==> config.mk <==
export PLATFORM = sky130hd
export DESIGN_NAME = noise_bank
export DESIGN_NICKNAME = d
export VERILOG_FILES = /design/src/design/string_pkg.sv /design/src/design/noise_bank.sv
export SDC_FILE = /design/constraint.sdc
export NUM_CORES = 1
export LEC_CHECK = 0
export BUFFER_PORTS_ARGS = -buffer_cell sky130_fd_sc_hd__buf_2
export CAP_MARGIN = 25
export CORE_MARGIN = 2
export CORE_UTILIZATION = 37
export CTS_BUF_LIST = sky130_fd_sc_hd__clkbuf_8
export DETAILED_ROUTE_END_ITERATION = 12
export PLACE_DENSITY = 0.83
export SYNTH_ARGS = -nofsm -noshare
export SYNTH_HDL_FRONTEND = slang
export SYNTH_SLANG_ARGS = --single-unit
==> constraint.sdc <==
create_clock -name a_clk -period 1.2 [get_ports a_clk]
set_input_delay 0 -clock a_clk [delete_from_list [all_inputs] [get_ports a_clk]]
set_output_delay 0 -clock a_clk [all_outputs]
set_load 0.03 [all_outputs]
==> src/design/string_pkg.sv <==
package string_pkg;

	localparam int num_voices = 12; // one string per pitch class
	localparam int sample_width = 16;
	localparam int mix_width = 24;
	localparam int delay_width = 10;
	localparam int octave_top = 9; // string advances every cycle from here up
	localparam int half_note_first = 120; // notes from here on use half length

	// delay length per pitch class, C first
	localparam logic [delay_width-1:0] base_delay [num_voices] = '{
		10'd734, 10'd693, 10'd654, 10'd617,
		10'd582, 10'd550, 10'd519, 10'd490,
		10'd462, 10'd436, 10'd412, 10'd389
	};

	localparam logic [6:0] seg_blank = 7'b1111111;
	localparam logic [6:0] seg_flat = 7'b1111100; // b

	localparam logic [6:0] letter_seg [num_voices] = '{
		7'b0111001, 7'b1011110, 7'b1011110, 7'b1111001, // c d d e
		7'b1111001, 7'b1110001, 7'b1111101, 7'b1111101, // e f g g
		7'b1110111, 7'b1110111, 7'b1111100, 7'b1111100 // a a b b
	};

	localparam logic [6:0] flat_seg [num_voices] = '{
		seg_blank, seg_flat, seg_blank, seg_flat,
		seg_blank, seg_blank, seg_flat, seg_blank,
		seg_flat, seg_blank, seg_flat, seg_blank
	};

	// command to one string, strike and damp are single-cycle pulses
	typedef struct packed {
		logic strike;
		logic damp;
		logic [3:0] octave;
		logic half_length;
		logic [6:0] velocity;
	} voice_cmd_t;

endpackage

==> src/design/noise_bank.sv <==
module noise_bank import string_pkg::*; (
	input logic a_clk,
	input logic reset_n,
	output logic signed [sample_width-1:0] noise [num_voices]
);

	localparam logic [23:0] lfsr_seed = 24'h5a3c71;

	logic [23:0] lfsr;
	logic feedback;
	logic [47:0] lfsr_twice;

	// taps 24 23 22 17, maximal length
	assign feedback = lfsr[23] ^ lfsr[22] ^ lfsr[21] ^ lfsr[16];

	always_ff @(posedge a_clk)
	begin
		if (reset_n)
		begin
			lfsr <= lfsr_seed;
		end
		else
		begin
			lfsr <= {lfsr[22:0], feedback};
		end
	end

	assign lfsr_twice = {lfsr, lfsr}; // wraps for the rotated slices

	// each string gets its own rotation, seven bits apart
	for (genvar i = 0; i < num_voices; i++)
	begin : g_slice
		localparam int offset = (i * 7) % 24;

		assign noise[i] = lfsr_twice[offset +: sample_width];
	end

endmodule

==> out/qor.yml <==
status: "complete, no violations"
crit_slowest_cell: "dfxtp_1"
root_buffer: "clkbuf_8"
routedWlPerCell_um: 9.290
fin_skew_ns: 0.0009132
grtUsageMet3: 0.02133
antenna_cells: 0
clock_latency_ns: 0.26
path_delay_family: "flip-flops"
preCtsSetupSlack_ns: 0.2026
cts_setup_buffers: 0
cp-start-kind: "register"
coreArea_um2: 5075
yosys.area.top_type: "buf_4"
start_util: 0.3804
mostFrequentLayoutCell: "buf_2"
drtAntennaViolNets: 0
maxCapViolations: 0
place_inst: 314
met1_usage: 0.09687
path_buf_inv: 1
place_congestion: 0.6405
drive_gt1_frac: 0.7935
cts.path.max_buffers: 2
yosys_register_bits: 24
fp-row-count: 26
tightest_slew_ns: 0.4053
p_leak_nw: 1.039
syn_area_um2: 1931
yosysUniqueCellTypes: 8
hold_slack_ns: 0.1498
grt_overflow_total: 0
cts_resized: 0
post_dp_cell_area_um2: 1710
grt_max_degree: 25
port_buffers: 193
critical_path_required_ns: 1.20
cts.sinks: 24
drt_iter0_markers: 16
ys_warn_count: 0
setup_viol: 0
path_clk_slew_ns: 0.08
path_class: "reg2out"
synthesis.nets: 223
worst_slack_ns: 0.1975
post-route-period-util: 0.8354
cp_data_arrival_time_ns: 1.00
io_pins: 194
routed_wl_mm: 2.945
hp-class: "in2reg"
instances_no_fill: 317
syn-instance-count: 221
cts_hold_buf: 0
fin_tns_setup_ns: 0
timing.slew.headroom: 0.7298
final_nets: 251
crit_chain: "buf_2"
min_period_ns: 1.003
critPathMaxStageDelay_ns: 0.48
power-per-cell-area_nw_per_um2: 1534
design.die.area_um2: 5812
peakVddDrop_mv: 0.6378
avgViaCountPerCell: 3.524
numCtsBuffers: 3
top_register: "lfsr"
top_regs: "lfsr (24)"
end_kind: "output pin"
antenna_found_initial: 0
htreeDepth: 1
fin_util: 0.3452
yosysSeqAreaShare: 0.2489
grt_pass1_vias: 742
fmax_mhz: 997.5
synth.avg_cell_area_um2: 8.736
cts_tree: "yes"
largest_reg_flops: 24
grt_use_total: 0.08735
yosysTopAreaCellShare: 0.6572
final_cell_mix: "buf_2, dfxtp_1, nor2b_1, or2_1, clkbuf_8"
drc: 0
synth_area_leaders: "buf_4, dfxtp_1, nor2b_1"
drt_pass1_iterations: 2
die_h_um: 76.24
stdcell_area_um2: 1752
area_growth_pct: -9.268
grtUsageMet2: 0.1549
die_w_um: 76.24
place_hpwl_mm: 2.235
via_count: 1117
final-hold-violation-count: 0
drv_slew: 0
power.total_mw: 2.688
worstPathMaxFanout: 9
grt_pass1_wl_mm: 4.022
grt.busiest_layer: "met2"
rsz0062_at_grt: "false"
==> area by class of cell <==
cell class              instances  area [um^2]
repair buffers                193        965.9
multi-input cells              27        176.4
fillers                       532         3323
flip-flops and latches         24        480.5
clock buffers                   3        41.29
well taps                      70        87.58
==> report_power, final <==
part,internal [mW],leakage [nW],switching (mW),total (mW)
Sequential,0.849,0.200,0.0898,0.938
Combinational,0.292,0.818,0.980,1.27
Clock,0.224,0.0216,0.252,0.477
Total,1.37,1.04,1.32,2.69
==> synthesized netlist by cell type <==
| cell type | n |
|---|---|
| buf_4 | 169 |
| xor2_1 | 2 |
| nor2b_1 | 12 |
| dfxtp_1 | 24 |
| nand2b_1 | 1 |
| buf_2 | 1 |
| or2_1 | 11 |
| xnor2_1 | 1 |
==> final timing paths <==
kind | startpoint | slack (ns) | end | depth (start not counted)
max reg2reg | lfsr[16] | 0.20 | lfsr[0] | 3
max | lfsr[18] | 0.20 | noise[171] | 1
min | reset_n | 0.15 | lfsr[15] | 2
min reg2reg | lfsr[17] | 0.54 | lfsr[18] | 1
==> per-layer routing <==
layer / part of all wire / vias up / routed length, um
met5: 0 / - / 0
met4: 0.013 / 0 / 37
met3: 0.10 / 4 / 305
met2: 0.50 / 90 / 1473
met1: 0.38 / 474 / 1128
li1: - / 549 / -
==> kinds of logic after synthesis <==
family,synth area share
buf+inv,0.6598
flops,0.2489
simple gates,0.07777
xor+xnor,0.01361
Note: power is estimated with default switching activity, not from simulation.
