===== src/design/string_pkg.sv =====
package string_pkg;

	localparam int num_voices = 12; // one string per pitch class
	localparam int sample_width = 16;
	localparam int mix_width = 24;
	localparam int delay_width = 10;
	localparam int octave_top = 9; // string advances every cycle from here up
	localparam int half_note_first = 120; // notes from here on use half length

	// delay length per pitch class, C first
	localparam logic [delay_width-1:0] base_delay [num_voices] = '{
		10'd734, 10'd693, 10'd654, 10'd617,
		10'd582, 10'd550, 10'd519, 10'd490,
		10'd462, 10'd436, 10'd412, 10'd389
	};

	localparam logic [6:0] seg_blank = 7'b1111111;
	localparam logic [6:0] seg_flat = 7'b1111100; // b

	localparam logic [6:0] letter_seg [num_voices] = '{
		7'b0111001, 7'b1011110, 7'b1011110, 7'b1111001, // c d d e
		7'b1111001, 7'b1110001, 7'b1111101, 7'b1111101, // e f g g
		7'b1110111, 7'b1110111, 7'b1111100, 7'b1111100 // a a b b
	};

	localparam logic [6:0] flat_seg [num_voices] = '{
		seg_blank, seg_flat, seg_blank, seg_flat,
		seg_blank, seg_blank, seg_flat, seg_blank,
		seg_flat, seg_blank, seg_flat, seg_blank
	};

	// command to one string, strike and damp are single-cycle pulses
	typedef struct packed {
		logic strike;
		logic damp;
		logic [3:0] octave;
		logic half_length;
		logic [6:0] velocity;
	} voice_cmd_t;

endpackage


===== src/design/note_decoder.sv =====
module note_decoder import string_pkg::*; (
	input logic a_clk,
	input logic reset_n,
	input logic [6:0] note_number,
	input logic [6:0] velocity,
	input logic note_on,
	input logic note_off,
	output voice_cmd_t cmd [num_voices],
	output logic [6:0] hex0,
	output logic [6:0] hex1
);

	logic [6:0] remainder;
	logic [3:0] pitch_class;
	logic [3:0] note_octave;
	logic half_length;

	// note number into pitch class and octave
	always_comb
	begin
		remainder = note_number;
		note_octave = '0;
		for (int i = 0; i < 10; i++)
		begin
			if (remainder >= 7'd12)
			begin
				remainder = remainder - 7'd12; // one octave off
				note_octave = note_octave + 4'd1;
			end
		end
		pitch_class = remainder[3:0]; // always below 12 here
	end

	assign half_length = (note_number >= 7'(half_note_first));

	always_ff @(posedge a_clk)
	begin
		if (reset_n)
		begin
			for (int i = 0; i < num_voices; i++)
			begin
				cmd[i] <= '0;
			end
			hex0 <= seg_blank;
			hex1 <= seg_blank;
		end
		else
		begin
			for (int i = 0; i < num_voices; i++)
			begin
				cmd[i].strike <= 1'b0; // pulses last one cycle
				cmd[i].damp <= 1'b0;
			end
			if (note_on) // note_on wins over note_off
			begin
				cmd[pitch_class] <= '{
					strike: 1'b1,
					damp: 1'b0,
					octave: note_octave,
					half_length: half_length,
					velocity: velocity
				};
				hex0 <= letter_seg[pitch_class];
				hex1 <= flat_seg[pitch_class];
			end
			else if (note_off)
			begin
				cmd[pitch_class].damp <= 1'b1; // displays keep last note
			end
		end
	end

endmodule


===== config.mk =====
export PLATFORM = sky130hd
export DESIGN_NAME = note_decoder
export DESIGN_NICKNAME = d
export VERILOG_FILES = /design/src/design/string_pkg.sv /design/src/design/note_decoder.sv
export SDC_FILE = /design/constraint.sdc
export NUM_CORES = 1
export LEC_CHECK = 0
export ABC_AREA = 0
export BUFFER_PORTS_ARGS = -buffer_cell sky130_fd_sc_hd__buf_2
export CORE_MARGIN = 2
export CORE_UTILIZATION = 60
export CTS_CLUSTER_DIAMETER = 30
export DETAILED_ROUTE_END_ITERATION = 12
export PLACE_DENSITY_LB_ADDON = 0.15
export SYNTH_ARGS = -nofsm -noshare
export SYNTH_HDL_FRONTEND = slang
export SYNTH_SLANG_ARGS = --single-unit

===== constraint.sdc =====
create_clock -name a_clk -period 20.3 [get_ports a_clk]
set_clock_uncertainty 0.1 [all_clocks]
set_input_delay 1.015 -clock a_clk [delete_from_list [all_inputs] [get_ports a_clk]]
set_output_delay 1.015 -clock a_clk [all_outputs]
set_load 0.02 [all_outputs]

==> impl_metrics.ini, run 1 <==
[synth]
synth_top_area_share_pct = 36.6
synth_common_cells = 175 x dfxtp_1, 174 x nor2_1, 137 x mux2i_1
synthCells = 1045
synth_edf_count = 0
async_flop_share_pct = 0
yosys_warnings = 0
ys_seq_area_share_pct = 36.6
synth-seq-cells = 175
yosys_most_used_dff = dfxtp_1
synthTopCellsByArea = dfxtp_1 37%, mux2i_1 14%, nor2_1 6.8%
avgSynthCellArea_um2 = 9.15
yosysMostFrequentCell = dfxtp_1
yosysUniqueCellTypes = 98
netlist_area_um2 = 9560
yosys.area.top_type = dfxtp_1

[layout]
area_growth_pct = 15.3
fin_nets = 1235
antennaDiodeCount = 0
drive_gt1_share_pct = 24.9
regArea_um2 = 3500
fill_cells = 1276
fin_cells = 1420
multi_input_area_um2 = 5560

[detailed_routing]
wl_um = 26500
avgViaCountPerCell = 5.93
vias = 8421
wire_per_inst_um = 18.7
drtIter0Drc = 796
ant_nets = 0
drc = 0
dr.pass1.iters = 5

[cts]
cts_setup_buffers = 0
clock_latency_ns = 0.43
cts_buffers = 17
clock_sinks = 175
cts-root-buf = clkbuf_16
cts_tree = built
cts_buffer_depth = 2
path_clk_slew_ns = 0.07
holdBufCountCts = 0
cts_resized = 0
h-tree-depth = 4

[sta]
rsz0062_at_grt = false
fin_crit_sh_pct = 80.4
hold_viol_final = 0
fmax_mhz = 61.3
max_slew_margin_pct = 21.3
max_slew.worst_pin.slew_ns = 1.18
setup_tns_ns = 0
timing.final.crit_period_ns = 16.31
slew_viol_final = 0
setup_violations = 0

[floorplan]
die_area_um2 = 17000
start_util_pct = 60.8
die_h_um = 130
pin_count = 200
core_area_um2 = 15700
num_rows = 46
die_w_um = 130

[grt]
grt_busiest_layer = met2
met1_usage_pct = 41.2
met2_usage_pct = 48.8
overflow = 0
grt_first_pass_wirelength_um = 41400
first_global_vias = 7906
antenna_found_initial = 0
grt_max_degree = 86
use_met3_pct = 8.24
grt_usage_pct = 31.1

[placement]
routabilityCongestion = 0.931
numPortBuffers = 193
placedCellCount = 1389
dp_hpwl_um = 18800

[setup_path]
crit_arrival_ns = 16.50
worst_path_most_repeated_cell = ha_1
crit_fanout = 17
critPathMaxStageDelay_ns = 0.72
crit_slowest_cell = a41oi_2
startpoint_type = primary input
cp-end-kind = register
cp.required_ns = 20.48
cp_top_family = simple AND/OR/NAND/NOR gates
worstSetupPathType = in2reg
cp_num_buf_inv = 9

[run]
drv_cap = 0

[hold_path]
min_path_type = reg2reg

[outcome]
status = complete, no violations
[metrics by stage]
step                area [µm²]  hold slack, ns  setup slack [ns]  utilization [%]
finish                   11000           0.358              3.99             70.1
CTS                      11000           0.363              4.19             70.1
global route             11000           0.390              2.60             70.1
global placement         10400           0.347              4.26             66.5
detailed placement       10400           0.353              3.78             66.5
floorplan                 9580           0.427              6.32                -
[worst paths after layout]
| kind | to | from | slack [ns] | cells after the start |
|---|---|---|---|---|
| worst max-delay path | cmd[16] | note_number[3] | 3.99 | 60 |
| worst max register to register | hex0[0] | hex0[0] | 19.35 | 2 |
| worst min-delay path | cmd[95] | cmd[95] | 0.36 | 2 |
| worst min register to register | cmd[95] | cmd[95] | 0.36 | 2 |
[area by class of cell]
type / count / share of cell area (%)
timing repair buffer: 197 / 9.06
clock inverter: 14 / 1.34
tap: 216 / 2.45
sequential: 175 / 31.8
inverter: 30 / 1.02
multi-input combinational: 771 / 50.5
clock buffer: 17 / 3.86
[per-layer routing]
layer / part of all wire, % / routed length, µm / vias up
met1: 44 / 11600 / 3995
met2: 46 / 12200 / 325
met3: 7.0 / 1870 / 61
met4: 2.9 / 777 / 0
met5: 0 / 0 / -
li1: - / - / 4040
[worst min-delay path, stage by stage, from the launching register on]
cell and delay (ns):
dfxtp_1 0.31, nand3_1 0.05, o21ai_1 0.05
[logic make-up after synthesis]
family | synth area share [%]
buf+inv | 5.43
fa+ha+maj | 3.39
simple gates | 18.2
xor+xnor | 2.81
flops | 36.6
compound gates | 17.4
mux | 16.1
other cells | 0.0392
[sequential cells by signal, indices dropped and copies added, names as in the netlist]
name and flops:
cmd 168, hex1 1, hex0 6
[cell usage in the layout, fill, tap and decap left out, types with 7 or more instances in the layout]
master     instances
nor4_1             7
dfxtp_1          175
o21ai_1            9
nand2_1           44
and3_1            15
nor3_1            18
nand3_1           30
clkbuf_16         17
mux2_2            14
mux2i_1          137
buf_2            192
xor2_1            11
a31oi_1           10
nand4_1            9
o21ai_0           31
ha_1              25
a21oi_1           25
nor2_1           174
a211oi_1           7
inv_1             28
and2_1            20
o211ai_1           8
xnor2_1           17
Power of run 1 is not shown: default switching activity piles up to over one toggle a cycle in this logic, so the estimate is an artifact.
==> inputs of run 2 (changes only) <==
--- a/config.mk
+++ b/config.mk
@@ -8,7 +8,7 @@
 export ABC_AREA = 0
 export BUFFER_PORTS_ARGS = -buffer_cell sky130_fd_sc_hd__buf_2
 export CORE_MARGIN = 2
-export CORE_UTILIZATION = 60
+export CORE_UTILIZATION = 50
 export CTS_CLUSTER_DIAMETER = 30
 export DETAILED_ROUTE_END_ITERATION = 12
 export PLACE_DENSITY_LB_ADDON = 0.15
==> constraint.sdc (replaced) <==
create_clock -name a_clk -period 13.59 [get_ports a_clk]
set_clock_uncertainty 0.1 [all_clocks]
set_input_delay 0.6795 -clock a_clk [delete_from_list [all_inputs] [get_ports a_clk]]
set_output_delay 0.6795 -clock a_clk [all_outputs]
set_load 0.02 [all_outputs]
==> impl_metrics.ini, run 2 (same netlist as run 1, synthesis figures left out) <==
[outcome]
status = complete, no violations

[hold_path]
min_path_type = reg2reg
worstHoldStart = cmd[95]
min_to = cmd[95]
hold_depth = 2

[placement]
routabilityCongestion = 0.947
dp_hpwl_um = 19000
place_ws_ns = -0.166
numPortBuffers = 193

[cts]
cts_buffers = 17
holdBufCountCts = 0
h-tree-depth = 4
cts-root-buf = clkbuf_16
clock_sinks = 175
clock_latency_ns = 0.42
cts_buffer_depth = 2
path_clk_slew_ns = 0.07
cts_tree = built

[sta]
max_slew_margin_pct = 24.4
whs_ns = 0.366
max_slew.worst_pin.slew_ns = 1.13
slew_viol_final = 0
timing.final.crit_period_ns = 12.75
setup_violations = 0
fin_crit_sh_pct = 93.8
fin_ws_ns = 0.841
fmax_mhz = 78.4
hold_viol_final = 0
setup_tns_ns = 0

[floorplan]
die_area_um2 = 20200
die_h_um = 142
core_area_um2 = 18700
num_rows = 50
pin_count = 200
die_w_um = 142
start_util_pct = 51.1

[detailed_routing]
ant_nets = 0
vias = 8419
drtIter0Drc = 524
wl_um = 26700
drc = 0
wire_per_inst_um = 18.1
avgViaCountPerCell = 5.69
dr.pass1.iters = 5

[layout]
utilization_pct = 61.8
antennaDiodeCount = 0
area_growth_pct = 20.9
fill_cells = 1625
reg_top3 = cmd: 168 flops, hex0: 6 flops, hex1: 1 flops
largest_register_ffs = 168
final_common_cell = buf_2
fin_nets = 1275
drive_gt1_share_pct = 28.6
layout_common_cells = 192 x buf_2, 175 x dfxtp_1, 173 x nor2_1
regMostFlops = cmd

[setup_path]
cp-end-kind = register
worst_path_most_repeated_cell = ha_1
cp.required_ns = 13.76
critPathMaxStageDelay_ns = 0.51
crit_slowest_cell = or4b_1
r2r_start = hex0[0]
worstSetupPathType = in2reg
startpoint_type = primary input
cp_top_family = simple AND/OR/NAND/NOR gates
crit_arrival_ns = 12.92
critical_path.reg2reg.endpoint = hex0[0]
r2r_slack_ns = 12.64
r2r_cells = 2
crit_fanout = 14
cp_num_buf_inv = 10

[grt]
grt_first_pass_wirelength_um = 41000
met2_usage_pct = 42.4
grt_max_degree = 113
antenna_found_initial = 1
met1_usage_pct = 33.0
overflow = 0
use_met3_pct = 7.71
grt_usage_pct = 25.6
grt_busiest_layer = met2
first_global_vias = 7667

[run]
drv_cap = 0
[run 2: cell type report]
| type | instances | area (µm²) | area share (%) |
|---|---|---|---|
| clock buffer | 18 | 439 | 3.80 |
| clock inverter | 14 | 131 | 1.14 |
| inverter | 30 | 113 | 0.974 |
| multi-input combinational | 771 | 5680 | 49.1 |
| sequential | 175 | 3500 | 30.3 |
| tap | 234 | 293 | 2.53 |
| timing repair buffer | 237 | 1410 | 12.2 |
[run 2: repair_timing]
action	4_1_cts	5_1_grt
setup buffers	0	14
resized for setup	0	26
setup endpoints to repair	0	175
[run 2: per-layer routing]
metal / wire length (µm) / up-vias
met5: 0 / -
met4: 480 / 0
met3: 1960 / 36
met2: 12700 / 277
met1: 11600 / 3974
li1: - / 4132
[run 2: worst max path at each step]
stage	slack, ns	start	cells past startpoint	endpoint
after floorplan	0.0007	note_number[2]	65	cmd[134]
after global placement	0.16	note_number[2]	59	cmd[61]
after detailed placement	-0.17	note_number[2]	59	cmd[61]
after CTS	0.22	note_number[2]	60	cmd[17]
after global routing	-0.03	note_number[2]	60	cmd[155]
final	0.84	note_number[2]	60	cmd[143]
[run 2: stage by stage]
step	cells	area, µm²
6_report	1479	11600
5_1_grt	1479	11600
4_1_cts	1465	11200
3_5_place_dp	1433	10700
3_3_place_gp	1433	10700
2_1_floorplan	1050	9590
[run 2: worst reg2reg max path, stage by stage, from the launching register on]
cell and delay [ns]:
dfxtp_1 0.31, nor2b_1 0.12, a311o_1 0.31
Power of run 2 is left out for the same reason.
